**src/rtl/gfx_pkg.sv**
```systemverilog
package gfx_pkg;

  // active area
  localparam int fb_width = 8;
  localparam int fb_height = 4;

  // full raster including blanking
  localparam int h_total = 12;
  localparam int v_total = 6;
  localparam int hsync_start = 9;
  localparam int hsync_len = 2;
  localparam int vsync_line = 5;

  localparam int fb_x_bits = 3;
  localparam int fb_y_bits = 2;
  localparam int h_bits = $clog2(h_total);
  localparam int v_bits = $clog2(v_total);

  // words per bank
  localparam int fb_depth = 32;

  typedef struct packed {
    logic [3:0] red;
    logic [3:0] grn;
    logic [3:0] blu;
  } pixel_t;

  typedef logic [3:0] frame_num_t;

  typedef enum logic [1:0] {idle, addr_data, wait_resp, frame_hold} writer_state_t;

  typedef enum logic [1:0] {wait_enable, slot, read_wait, present} stream_state_t;

  // test pattern: frame number in red, x in green, y in blue
  function automatic pixel_t pattern_pixel(frame_num_t n, logic [fb_x_bits-1:0] x,
                                           logic [fb_y_bits-1:0] y);
    pixel_t p;
    p.red = n;
    p.grn = {1'b0, x};
    p.blu = {2'b00, y};
    return p;
  endfunction

endpackage

```
**src/rtl/axi_lite_pkg.sv**
```systemverilog
package axi_lite_pkg;

  // word addressed, one pixel per word
  localparam int axi_addr_bits = 5;
  localparam int axi_data_bits = 16;
  localparam int axi_strb_bits = axi_data_bits / 8;

  typedef enum logic [1:0] {
    resp_okay   = 2'b00,
    resp_slverr = 2'b10
  } axi_resp_t;

endpackage

```
**src/rtl/gfx_test_pattern.sv**
```systemverilog
`timescale 1ns/10ps

module gfx_test_pattern (
  input  logic                         clk,
  input  logic                         reset,
  input  logic                         restart,
  input  logic                         take,
  output logic [gfx_pkg::fb_x_bits-1:0] x,
  output logic [gfx_pkg::fb_y_bits-1:0] y,
  output gfx_pkg::pixel_t              pixel,
  output logic                         valid,
  output logic                         last
);
  import gfx_pkg::*;

  frame_num_t frame_num;
  logic       x_end;

  assign x_end = (x == fb_x_bits'(fb_width - 1));
  assign last = x_end && (y == fb_y_bits'(fb_height - 1));
  assign pixel = pattern_pixel(frame_num, x, y);

  always_ff @(posedge clk) begin
    if (reset) begin
      x <= '0;
      y <= '0;
      frame_num <= '0;
      valid <= 1'b1;
    end else if (restart) begin
      // new frame starts at the origin with the next number
      x <= '0;
      y <= '0;
      frame_num <= frame_num + 1'b1;
      valid <= 1'b1;
    end else if (valid && take) begin
      if (last) begin
        // idle until the controller swaps banks
        valid <= 1'b0;
      end else if (x_end) begin
        x <= '0;
        y <= y + 1'b1;
      end else begin
        x <= x + 1'b1;
      end
    end
  end

endmodule

```
**src/rtl/fb_writer.sv**
```systemverilog
`timescale 1ns/10ps

module fb_writer (
  input  logic                                   clk,
  input  logic                                   reset,
  input  logic                                   pix_valid,
  input  logic                                   pix_last,
  input  logic [gfx_pkg::fb_x_bits-1:0]          x,
  input  logic [gfx_pkg::fb_y_bits-1:0]          y,
  input  gfx_pkg::pixel_t                        pixel,
  output logic                                   pix_take,
  input  logic                                   swap,
  output logic [axi_lite_pkg::axi_addr_bits-1:0] awaddr,
  output logic                                   awvalid,
  input  logic                                   awready,
  output logic [axi_lite_pkg::axi_data_bits-1:0] wdata,
  output logic [axi_lite_pkg::axi_strb_bits-1:0] wstrb,
  output logic                                   wvalid,
  input  logic                                   wready,
  input  axi_lite_pkg::axi_resp_t                bresp,
  input  logic                                   bvalid,
  output logic                                   bready,
  output logic                                   frame_written
);
  import gfx_pkg::*;
  import axi_lite_pkg::*;

  writer_state_t state;
  logic          last_pix;

  assign pix_take = (state == idle) && pix_valid;

  // address and data go out together
  assign awvalid = (state == addr_data);
  assign wvalid = (state == addr_data);
  assign bready = (state == wait_resp);
  assign wstrb = '1;

  always_ff @(posedge clk) begin
    if (reset) begin
      state <= idle;
      frame_written <= 1'b0;
    end else begin
      frame_written <= 1'b0;
      case (state)
        idle: begin
          if (pix_valid) begin
            state <= addr_data;
          end
        end
        addr_data: begin
          if (awready && wready) begin
            state <= wait_resp;
          end
        end
        wait_resp: begin
          if (bvalid) begin
            if (bresp != resp_okay) begin
              // reissue the same word
              state <= addr_data;
            end else if (last_pix) begin
              state <= frame_hold;
              frame_written <= 1'b1;
            end else begin
              state <= idle;
            end
          end
        end
        frame_hold: begin
          if (swap) begin
            state <= idle;
          end
        end
        default: state <= idle;
      endcase
    end
  end

  // word address is y * fb_width + x
  always_ff @(posedge clk) begin
    if (pix_take) begin
      awaddr <= axi_addr_bits'(int'(y) * fb_width + int'(x));
      wdata <= axi_data_bits'(pixel);
      last_pix <= pix_last;
    end
  end

endmodule

```
**src/rtl/dbuf_controller.sv**
```systemverilog
`timescale 1ns/10ps

module dbuf_controller (
  input  logic                                   clk,
  input  logic                                   reset,
  input  logic                                   frame_written,
  input  logic                                   frame_start,
  output logic                                   swap,
  output logic                                   display_enable,
  input  logic [axi_lite_pkg::axi_addr_bits-1:0] awaddr,
  input  logic                                   awvalid,
  output logic                                   awready,
  input  logic [axi_lite_pkg::axi_data_bits-1:0] wdata,
  input  logic [axi_lite_pkg::axi_strb_bits-1:0] wstrb,
  input  logic                                   wvalid,
  output logic                                   wready,
  output axi_lite_pkg::axi_resp_t                bresp,
  output logic                                   bvalid,
  input  logic                                   bready,
  input  logic [axi_lite_pkg::axi_addr_bits-1:0] araddr,
  input  logic                                   arvalid,
  output logic                                   arready,
  output logic [axi_lite_pkg::axi_data_bits-1:0] rdata,
  output axi_lite_pkg::axi_resp_t                rresp,
  output logic                                   rvalid,
  input  logic                                   rready
);
  import gfx_pkg::*;
  import axi_lite_pkg::*;

  pixel_t bank0 [fb_depth];
  pixel_t bank1 [fb_depth];

  // writes go to write_sel, reads to the other bank
  logic   write_sel;
  logic   first_swap;
  logic   first_done;
  logic   pending;
  logic   wr_fire;
  logic   wr_ok;
  logic   rd_fire;
  logic   rd_ok;
  pixel_t wr_old;
  pixel_t wr_new;
  pixel_t rd_pix;

  // aw and w are taken together once the previous b is gone
  assign wr_fire = awvalid && wvalid && !bvalid;
  assign awready = wr_fire;
  assign wready = wr_fire;
  assign wr_ok = int'(awaddr) < fb_depth;

  assign arready = !rvalid;
  assign rd_fire = arvalid && arready;
  assign rd_ok = int'(araddr) < fb_depth;
  assign rd_pix = write_sel ? bank0[araddr] : bank1[araddr];

  // byte lane merge, lane 1 holds only the red nibble
  always_comb begin
    wr_old = write_sel ? bank1[awaddr] : bank0[awaddr];
    wr_new = wr_old;
    if (wstrb[0]) begin
      wr_new[7:0] = wdata[7:0];
    end
    if (wstrb[1]) begin
      wr_new[11:8] = wdata[11:8];
    end
  end

  always_ff @(posedge clk) begin
    if (wr_fire && wr_ok) begin
      if (write_sel) begin
        bank1[awaddr] <= wr_new;
      end else begin
        bank0[awaddr] <= wr_new;
      end
    end
  end

  always_ff @(posedge clk) begin
    if (reset) begin
      bvalid <= 1'b0;
      rvalid <= 1'b0;
    end else begin
      if (wr_fire) begin
        bvalid <= 1'b1;
      end else if (bready) begin
        bvalid <= 1'b0;
      end
      if (rd_fire) begin
        rvalid <= 1'b1;
      end else if (rready) begin
        rvalid <= 1'b0;
      end
    end
  end

  always_ff @(posedge clk) begin
    if (wr_fire) begin
      bresp <= wr_ok ? resp_okay : resp_slverr;
    end
    if (rd_fire) begin
      rdata <= rd_ok ? axi_data_bits'(rd_pix) : '0;
      rresp <= rd_ok ? resp_okay : resp_slverr;
    end
  end

  // first frame swaps right away, later ones wait for a display frame start
  assign swap = first_swap || (frame_start && pending);

  always_ff @(posedge clk) begin
    if (reset) begin
      write_sel <= 1'b0;
      first_swap <= 1'b0;
      first_done <= 1'b0;
      pending <= 1'b0;
      display_enable <= 1'b0;
    end else begin
      first_swap <= frame_written && !first_done;
      if (first_swap) begin
        first_done <= 1'b1;
      end
      if (swap) begin
        write_sel <= !write_sel;
        display_enable <= 1'b1;
        pending <= 1'b0;
      end else if (frame_written && first_done) begin
        pending <= 1'b1;
      end
    end
  end

endmodule

```
**src/rtl/fb_pixel_stream.sv**
```systemverilog
`timescale 1ns/10ps

module fb_pixel_stream (
  input  logic                                   clk,
  input  logic                                   reset,
  input  logic                                   display_enable,
  output logic                                   frame_start,
  output logic [axi_lite_pkg::axi_addr_bits-1:0] araddr,
  output logic                                   arvalid,
  input  logic                                   arready,
  input  logic [axi_lite_pkg::axi_data_bits-1:0] rdata,
  input  axi_lite_pkg::axi_resp_t                rresp,
  input  logic                                   rvalid,
  output logic                                   rready,
  output logic                                   pixel_valid,
  input  logic                                   pixel_ready,
  output gfx_pkg::pixel_t                        pixel,
  output logic                                   hsync,
  output logic                                   vsync,
  output logic                                   active
);
  import gfx_pkg::*;
  import axi_lite_pkg::*;

  stream_state_t     state;
  logic [h_bits-1:0] h;
  logic [v_bits-1:0] v;
  logic [h_bits-1:0] h_next;
  logic [v_bits-1:0] v_next;
  logic [h_bits-1:0] target_h;
  logic [v_bits-1:0] target_v;
  logic              enter_slot;
  logic              target_active;

  function automatic logic slot_active(logic [h_bits-1:0] sh, logic [v_bits-1:0] sv);
    return (int'(sh) < fb_width) && (int'(sv) < fb_height);
  endfunction

  // raster position after the current slot
  always_comb begin
    if (int'(h) == h_total - 1) begin
      h_next = '0;
      if (int'(v) == v_total - 1) begin
        v_next = '0;
      end else begin
        v_next = v + 1'b1;
      end
    end else begin
      h_next = h + 1'b1;
      v_next = v;
    end
  end

  // a slot is entered on enable or when the current beat is taken
  assign enter_slot = ((state == wait_enable) && display_enable) ||
                      ((state == present) && pixel_ready);
  assign target_h = (state == wait_enable) ? '0 : h_next;
  assign target_v = (state == wait_enable) ? '0 : v_next;
  assign target_active = slot_active(target_h, target_v);

  // hold the first read back one cycle so a swap on frame_start lands first
  assign arvalid = (state == slot) && !frame_start;
  assign araddr = axi_addr_bits'(int'(v[fb_y_bits-1:0]) * fb_width + int'(h[fb_x_bits-1:0]));
  assign rready = (state == read_wait);

  always_ff @(posedge clk) begin
    if (reset) begin
      state <= wait_enable;
      h <= '0;
      v <= '0;
      frame_start <= 1'b0;
      pixel_valid <= 1'b0;
    end else begin
      frame_start <= 1'b0;
      if (enter_slot) begin
        h <= target_h;
        v <= target_v;
        frame_start <= (target_h == '0) && (target_v == '0);
        if (target_active) begin
          pixel_valid <= 1'b0;
          state <= slot;
        end else begin
          // blanking beat is ready at once
          pixel_valid <= 1'b1;
          state <= present;
        end
      end else begin
        case (state)
          slot: begin
            if (arvalid && arready) begin
              state <= read_wait;
            end
          end
          read_wait: begin
            if (rvalid) begin
              pixel_valid <= 1'b1;
              state <= present;
            end
          end
          default: begin
          end
        endcase
      end
    end
  end

  // beat payload
  always_ff @(posedge clk) begin
    if (enter_slot) begin
      hsync <= (int'(target_h) >= hsync_start) && (int'(target_h) < hsync_start + hsync_len);
      vsync <= (int'(target_v) == vsync_line);
      active <= target_active;
      pixel <= '0;
    end else if ((state == read_wait) && rvalid) begin
      pixel <= (rresp == resp_okay) ? pixel_t'(rdata[$bits(pixel_t)-1:0]) : '0;
    end
  end

endmodule

```
**src/rtl/gfx_demo_dbuf.sv**
```systemverilog
`timescale 1ns/10ps

module gfx_demo_dbuf (
  input  logic            clk,
  input  logic            reset,
  input  logic            pixel_ready,
  output logic            pixel_valid,
  output gfx_pkg::pixel_t pixel,
  output logic            hsync,
  output logic            vsync,
  output logic            active
);
  import gfx_pkg::*;
  import axi_lite_pkg::*;

  // pattern to writer
  logic [fb_x_bits-1:0] gfx_x;
  logic [fb_y_bits-1:0] gfx_y;
  pixel_t               gfx_pixel;
  logic                 gfx_valid;
  logic                 gfx_last;
  logic                 gfx_take;

  // writer to controller
  logic [axi_addr_bits-1:0] awaddr;
  logic                     awvalid;
  logic                     awready;
  logic [axi_data_bits-1:0] wdata;
  logic [axi_strb_bits-1:0] wstrb;
  logic                     wvalid;
  logic                     wready;
  axi_resp_t                bresp;
  logic                     bvalid;
  logic                     bready;

  // stream to controller
  logic [axi_addr_bits-1:0] araddr;
  logic                     arvalid;
  logic                     arready;
  logic [axi_data_bits-1:0] rdata;
  axi_resp_t                rresp;
  logic                     rvalid;
  logic                     rready;

  // swap control
  logic frame_written;
  logic frame_start;
  logic swap;
  logic display_enable;

  gfx_test_pattern pattern_inst (
    .clk    (clk),
    .reset  (reset),
    .restart(swap),
    .take   (gfx_take),
    .x      (gfx_x),
    .y      (gfx_y),
    .pixel  (gfx_pixel),
    .valid  (gfx_valid),
    .last   (gfx_last)
  );

  fb_writer writer_inst (
    .clk          (clk),
    .reset        (reset),
    .pix_valid    (gfx_valid),
    .pix_last     (gfx_last),
    .x            (gfx_x),
    .y            (gfx_y),
    .pixel        (gfx_pixel),
    .pix_take     (gfx_take),
    .swap         (swap),
    .awaddr       (awaddr),
    .awvalid      (awvalid),
    .awready      (awready),
    .wdata        (wdata),
    .wstrb        (wstrb),
    .wvalid       (wvalid),
    .wready       (wready),
    .bresp        (bresp),
    .bvalid       (bvalid),
    .bready       (bready),
    .frame_written(frame_written)
  );

  dbuf_controller dbuf_inst (
    .clk           (clk),
    .reset         (reset),
    .frame_written (frame_written),
    .frame_start   (frame_start),
    .swap          (swap),
    .display_enable(display_enable),
    .awaddr        (awaddr),
    .awvalid       (awvalid),
    .awready       (awready),
    .wdata         (wdata),
    .wstrb         (wstrb),
    .wvalid        (wvalid),
    .wready        (wready),
    .bresp         (bresp),
    .bvalid        (bvalid),
    .bready        (bready),
    .araddr        (araddr),
    .arvalid       (arvalid),
    .arready       (arready),
    .rdata         (rdata),
    .rresp         (rresp),
    .rvalid        (rvalid),
    .rready        (rready)
  );

  fb_pixel_stream stream_inst (
    .clk           (clk),
    .reset         (reset),
    .display_enable(display_enable),
    .frame_start   (frame_start),
    .araddr        (araddr),
    .arvalid       (arvalid),
    .arready       (arready),
    .rdata         (rdata),
    .rresp         (rresp),
    .rvalid        (rvalid),
    .rready        (rready),
    .pixel_valid   (pixel_valid),
    .pixel_ready   (pixel_ready),
    .pixel         (pixel),
    .hsync         (hsync),
    .vsync         (vsync),
    .active        (active)
  );

endmodule

```
**config.mk**
```make
export PLATFORM = sky130hd
export DESIGN_NAME = gfx_demo_dbuf
export DESIGN_NICKNAME = d
export VERILOG_FILES = /design/src/rtl/gfx_pkg.sv /design/src/rtl/axi_lite_pkg.sv /design/src/rtl/gfx_test_pattern.sv /design/src/rtl/fb_writer.sv /design/src/rtl/dbuf_controller.sv /design/src/rtl/fb_pixel_stream.sv /design/src/rtl/gfx_demo_dbuf.sv
export SDC_FILE = /design/constraint.sdc
export NUM_CORES = 1
export LEC_CHECK = 0
export ABC_AREA = 1
export BUFFER_PORTS_ARGS = -buffer_cell sky130_fd_sc_hd__buf_2
export CAP_MARGIN = 20
export CELL_PAD_IN_SITES_DETAIL_PLACEMENT = 0
export CELL_PAD_IN_SITES_GLOBAL_PLACEMENT = 1
export CORE_MARGIN = 1.5
export CORE_UTILIZATION = 55
export CTS_CLUSTER_DIAMETER = 150
export DETAILED_ROUTE_END_ITERATION = 8
export GPL_TIMING_DRIVEN = 0
export PLACE_DENSITY = 0.95
export SYNTH_ARGS = -nofsm -noshare
export SYNTH_HDL_FRONTEND = slang
export SYNTH_SLANG_ARGS = --single-unit
```
**constraint.sdc**
```tcl
create_clock -name clk -period 5.85 [get_ports clk]
set_clock_uncertainty 0.1 [all_clocks]
set_input_delay 1.4625 -clock clk [delete_from_list [all_inputs] [get_ports clk]]
set_output_delay 1.4625 -clock clk [all_outputs]
set_load 0.02 [all_outputs]
```
Word level (Yosys, flattened, before mapping)
Memories as Yosys holds them, arrays and structs flattened.
Index checks and enable logic that the tools add are counted.
Storage, ports and cells
  bits in registers: 73
  bits in latches: 0
  memory bits (writable): 576
  bits in read-only memories: 0
  bits of input ports: 3
  output and inout bits: 16
  word-level logic and storage cells: 135
  memories kept: 2
Cells by class
  add/subtract/negate cells: 7
  multipliers: 0
  div/mod/pow operators: 0
  order comparisons: 4
  eq/ne operators: 17
  shift operators: 0
  multiplexer cells: 33
  bitwise logic cells: 4
  reduce and logical (&&, ||, !) cells: 40
Memories
  dbuf_inst.bank0: words 32, width 9, rd ports 1, clocked after Yosys merged registers in 0, wr ports 1, line dbuf_controller.sv:31  | pixel_t bank0 [fb_depth];
  dbuf_inst.bank1: words 32, width 9, rd ports 1, clocked after Yosys merged registers in 0, wr ports 1, line dbuf_controller.sv:32  | pixel_t bank1 [fb_depth];
Operators by type and width (number)
  $mux 2: 9
  $logic_and 1x1->1: 15
  $mux 1: 15
  $mux 12: 1
  $mux 3: 4
  $add 5x3->5: 2
  $eq 2x2->1 const B: 5
  $eq 3x3->1 const B: 3
  $add 4x1->4 const B: 2
  $lt 4x4->1 const B: 2
  $mux 4: 2
  $pmux 2 s4: 1
  $reduce_bool 2->1: 4
  $add 3x1->3 const B: 2
  $reduce_and 2->1: 3
  $reduce_and 3->1: 2
  $logic_not 1->1: 5
  $eq 2x1->1 const B: 2
  $eq 4x4->1 const B: 1
  $ge 4x4->1 const B: 1
  $logic_not 2->1: 2
  $logic_not 4->1: 1
  $ne 2x1->1 const B: 2
  $ne 2x2->1 const B: 2
  other kinds (12): 17

Logic depth before layout (Yosys ltp)
  depth after elaboration: 8
  mapped depth: 14
  gate-level depth less buffers: 11

Modules after synthesis
Synthesis repeated with hierarchy kept, for this count alone.
Unflattened totals
  cell total of the unflattened synthesis: 5116
  area, all modules: 42713.5 µm²
By module, submodules not included
  dbuf_controller: instances 1, cells an instance 4808, area an instance 40117.2 µm², seq. area each 23562.6 µm²
  fb_pixel_stream: instances 1, cells an instance 173, area an instance 1258.7 µm², seq. area each 550.5 µm²
  fb_writer: instances 1, cells an instance 62, area an instance 809.5 µm², seq. area each 600.6 µm²
  gfx_test_pattern: instances 1, cells an instance 73, area an instance 528.0 µm², seq. area each 200.2 µm²

Least setup slack after synthesis
OpenSTA, ideal clock, no wires.
  path kind: reg2reg
  from: register writer_inst.awaddr[2] (netlist bit)
  to: memory dbuf_inst.bank0[28][0] (netlist bit) (enable)
  setup time: 0.374 ns
  arrival time: 2.217 ns
  required time: 5.376 ns
  slack: 3.159 ns
  cell stages (with the launch flop): 5
  path buffers: 0
  period minus slack after synthesis: 2.691 ns
  cell sequence: edfxtp_1 -> inv_1 -> nor3_1 -> nand2_1 -> nor2_1
RTL lines
  start, declared: line fb_writer.sv:13  | output logic [axi_lite_pkg::axi_addr_bits-1:0] awaddr,
  start signal, assigned: line fb_writer.sv:82  | awaddr <= axi_addr_bits'(int'(y) * fb_width + int'(x));
  end, declared: line dbuf_controller.sv:31
Straight into the memory's write port.

Worst setup path after layout
  from: register writer_inst.awaddr[1] (netlist bit)
  to: memory dbuf_inst.bank1[10][3] (netlist bit) (enable)
RTL lines (line)
  end, declared: dbuf_controller.sv:32
Straight into the memory's write port.

==> results.cfg <==
[clocking]
cts_tree = built
h-tree-depth = 3
clockBufferDepth = 3
clock_latency_ps = 610
root_buffer = clkbuf_16
ctsResizeCount = 0
path_clk_slew_ps = 60
numCtsBuffers = 66
post_cts_buffers = 0
clock-sinks = 638
hold_buffers = 0

[grt]
grt_use_total_pct = 30.3
antenna_found_initial = 0
first_global_vias = 18424
gr-total-overflow = 0
grt_max_degree = 31
grt_pass1_wl_mm = 111

[yosys]
synth_top_area_cell = edfxtp_1
syn_inst = 2645
synthTopCellsByArea = edfxtp_1, nand2_1, nand3_1
synth_cell_types = 34
yosysWarnings = 0
synth_edf_count = 598
ys_ff_latch = 638
yosys.area.top_type_share_pct = 66.0
synth_area_mm2 = 0.0272
synthFlopType = edfxtp_1
yosysSeqAreaShare_pct = 69.0
synthArstFlopShare_pct = 0
synth.avg_cell_area_um2 = 10.3

[floorplan]
dieArea_mm2 = 0.0508
io_pins = 19
start_util_pct = 55.7
die_w_um = 225
core_mm2 = 0.0488
rows = 81
die_h_um = 225

[worst_setup_path]
critPathLaunchType = register
required_ps = 5960
critPathBufInv = 3
path_class = reg -> reg
cp.arrival_ps = 3640
cp_top_family = simple AND/OR/NAND/NOR gates
ff2ff_setup_slack_ps = 2320
cp-end-kind = register
slowest_stage = edfxtp_1
crit_fanout = 30
critPathMaxStageDelay_ps = 890
path_cells = buf_16 > buf_16 > inv_1 > nor2_1 > nand2_1 > nor2_1

[route]
finalWirelength_mm = 75.6
vias_per_cell = 5.61
drt_drc_violations_left = 0
wl_per_cell_um = 21.8
dr_total_vias = 19442
drt-pass1-iter-count = 9
drtAntennaViolNets = 0
drt_iter0_markers = 2668

[timing]
finalSetupViolations = 0
max_slew.worst_pin.slew_ps = 1070
period_needed_ps = 3530
slew_viol_final = 0
rsz0062_at_grt = false
fin_tns_setup_ps = 0
timing.final.crit_share_pct = 60.3
slew_headroom_pct = 28.6
finalHoldViolCount = 0
max_freq_ghz = 0.284

[layout]
diodes = 0
syn2layout_area_growth_pct = 13.2
final_cell_mix = nand2_1, edfxtp_1, nand3_1
nets = 2766
layout_commonest_cell = nand2_1
instances_no_fill = 3463
drive_above_1_share_pct = 8.00

[flow_run]
drv_cap = 0

[placed_design]
port_buffers = 15
gp_congestion = 0.982
dp.cells = 3350
dpl.hpwl_mm = 53.0

[outcome]
status = complete, no violations

[pwr]
p_leak_nw = 12.5
vdd_drop_max_uv = 246
powerDensity_mw_per_mm2 = 381
power_mw = 11.7

[worst_hold_path]
hp-class = reg -> reg
-- registers in the layout, indices dropped and copies added, names as in the netlist, 2 cells and up --
| register | count |
|---|---|
| dbuf_inst.rdata | 9 |
| dbuf_inst.bank1 | 288 |
| stream_inst.v | 3 |
| writer_inst.awaddr | 4 |
| writer_inst.state | 2 |
| pattern_inst.y | 2 |
| stream_inst.pixel | 9 |
| pattern_inst.x | 3 |
| pattern_inst.frame_num | 4 |
| dbuf_inst.bank0 | 288 |
| stream_inst.h | 4 |
| stream_inst.state | 2 |
| writer_inst.wdata | 5 |
-- cell type report --
type,instances,area [um^2]
multi-input cells,1582,6640
flip-flops and latches,638,18800
clock buffers,83,1810
plain buffers,135,707
repair buffers,39,708
well taps,664,831
clock inverters,30,231
fillers,3698,18100
inverters,292,1100
-- metrics by stage --
step           hold slack (ps)  area, um^2  util (%)  setup slack (ps)
6_report                   351       30800      63.0              2320
5_1_grt                    378       30800      63.0              2270
4_1_cts                    353       30800      63.0              2370
3_5_place_dp               342       28700      58.8              2400
3_3_place_gp               323       28100      57.6               976
2_1_floorplan              312       27200         -              3160
-- where the power goes --
part | switching [mW] | internal [mW]
Clock | 1.71 | 2.32
Combinational | 1.25 | 0.566
Sequential | 0.196 | 5.67
-- cells in the mapped netlist (all sizes together) (3+ instances only) --
| cell type | instances |
|---|---|
| clkbuf | 29 |
| edfxtp | 598 |
| inv | 290 |
| or2 | 4 |
| nand2 | 897 |
| nor2 | 209 |
| nand4 | 3 |
| nand3 | 343 |
| a21oi | 25 |
| buf | 106 |
| o21ai | 62 |
| ha | 9 |
| nor3 | 14 |
| dfxtp | 40 |
-- layer usage --
layer | track usage (%) | part of all wire [%] | vias to the layer above
met1 | 40.7 | 38 | 9208
li1 | - | - | 8910
met2 | 48.2 | 46 | 1140
met4 | 13.7 | 4.3 | 0
met5 | 0 | 0 | -
met3 | 6.00 | 11 | 184
-- final timing paths --
kind,endpoint,cells past startpoint,start
max,dbuf_inst.bank1[10][3],6,writer_inst.awaddr[1]
min,dbuf_inst.first_swap,1,dbuf_inst.first_done
max reg2reg,dbuf_inst.bank1[10][3],6,writer_inst.awaddr[1]
min reg2reg,dbuf_inst.first_swap,1,dbuf_inst.first_done
-- kinds of logic after synthesis --
kind of cell / share of synthesized area, %
XOR/XNOR: 0.0966
AO/OA/AOI/OAI: 1.79
other: 0.0138
buffers and inverters: 6.64
adder cells (fa/ha/maj): 0.414
flip-flops: 69.0
AND/OR/NAND/NOR: 22.1
No activity file was read; power rests on OpenSTA's default activity.
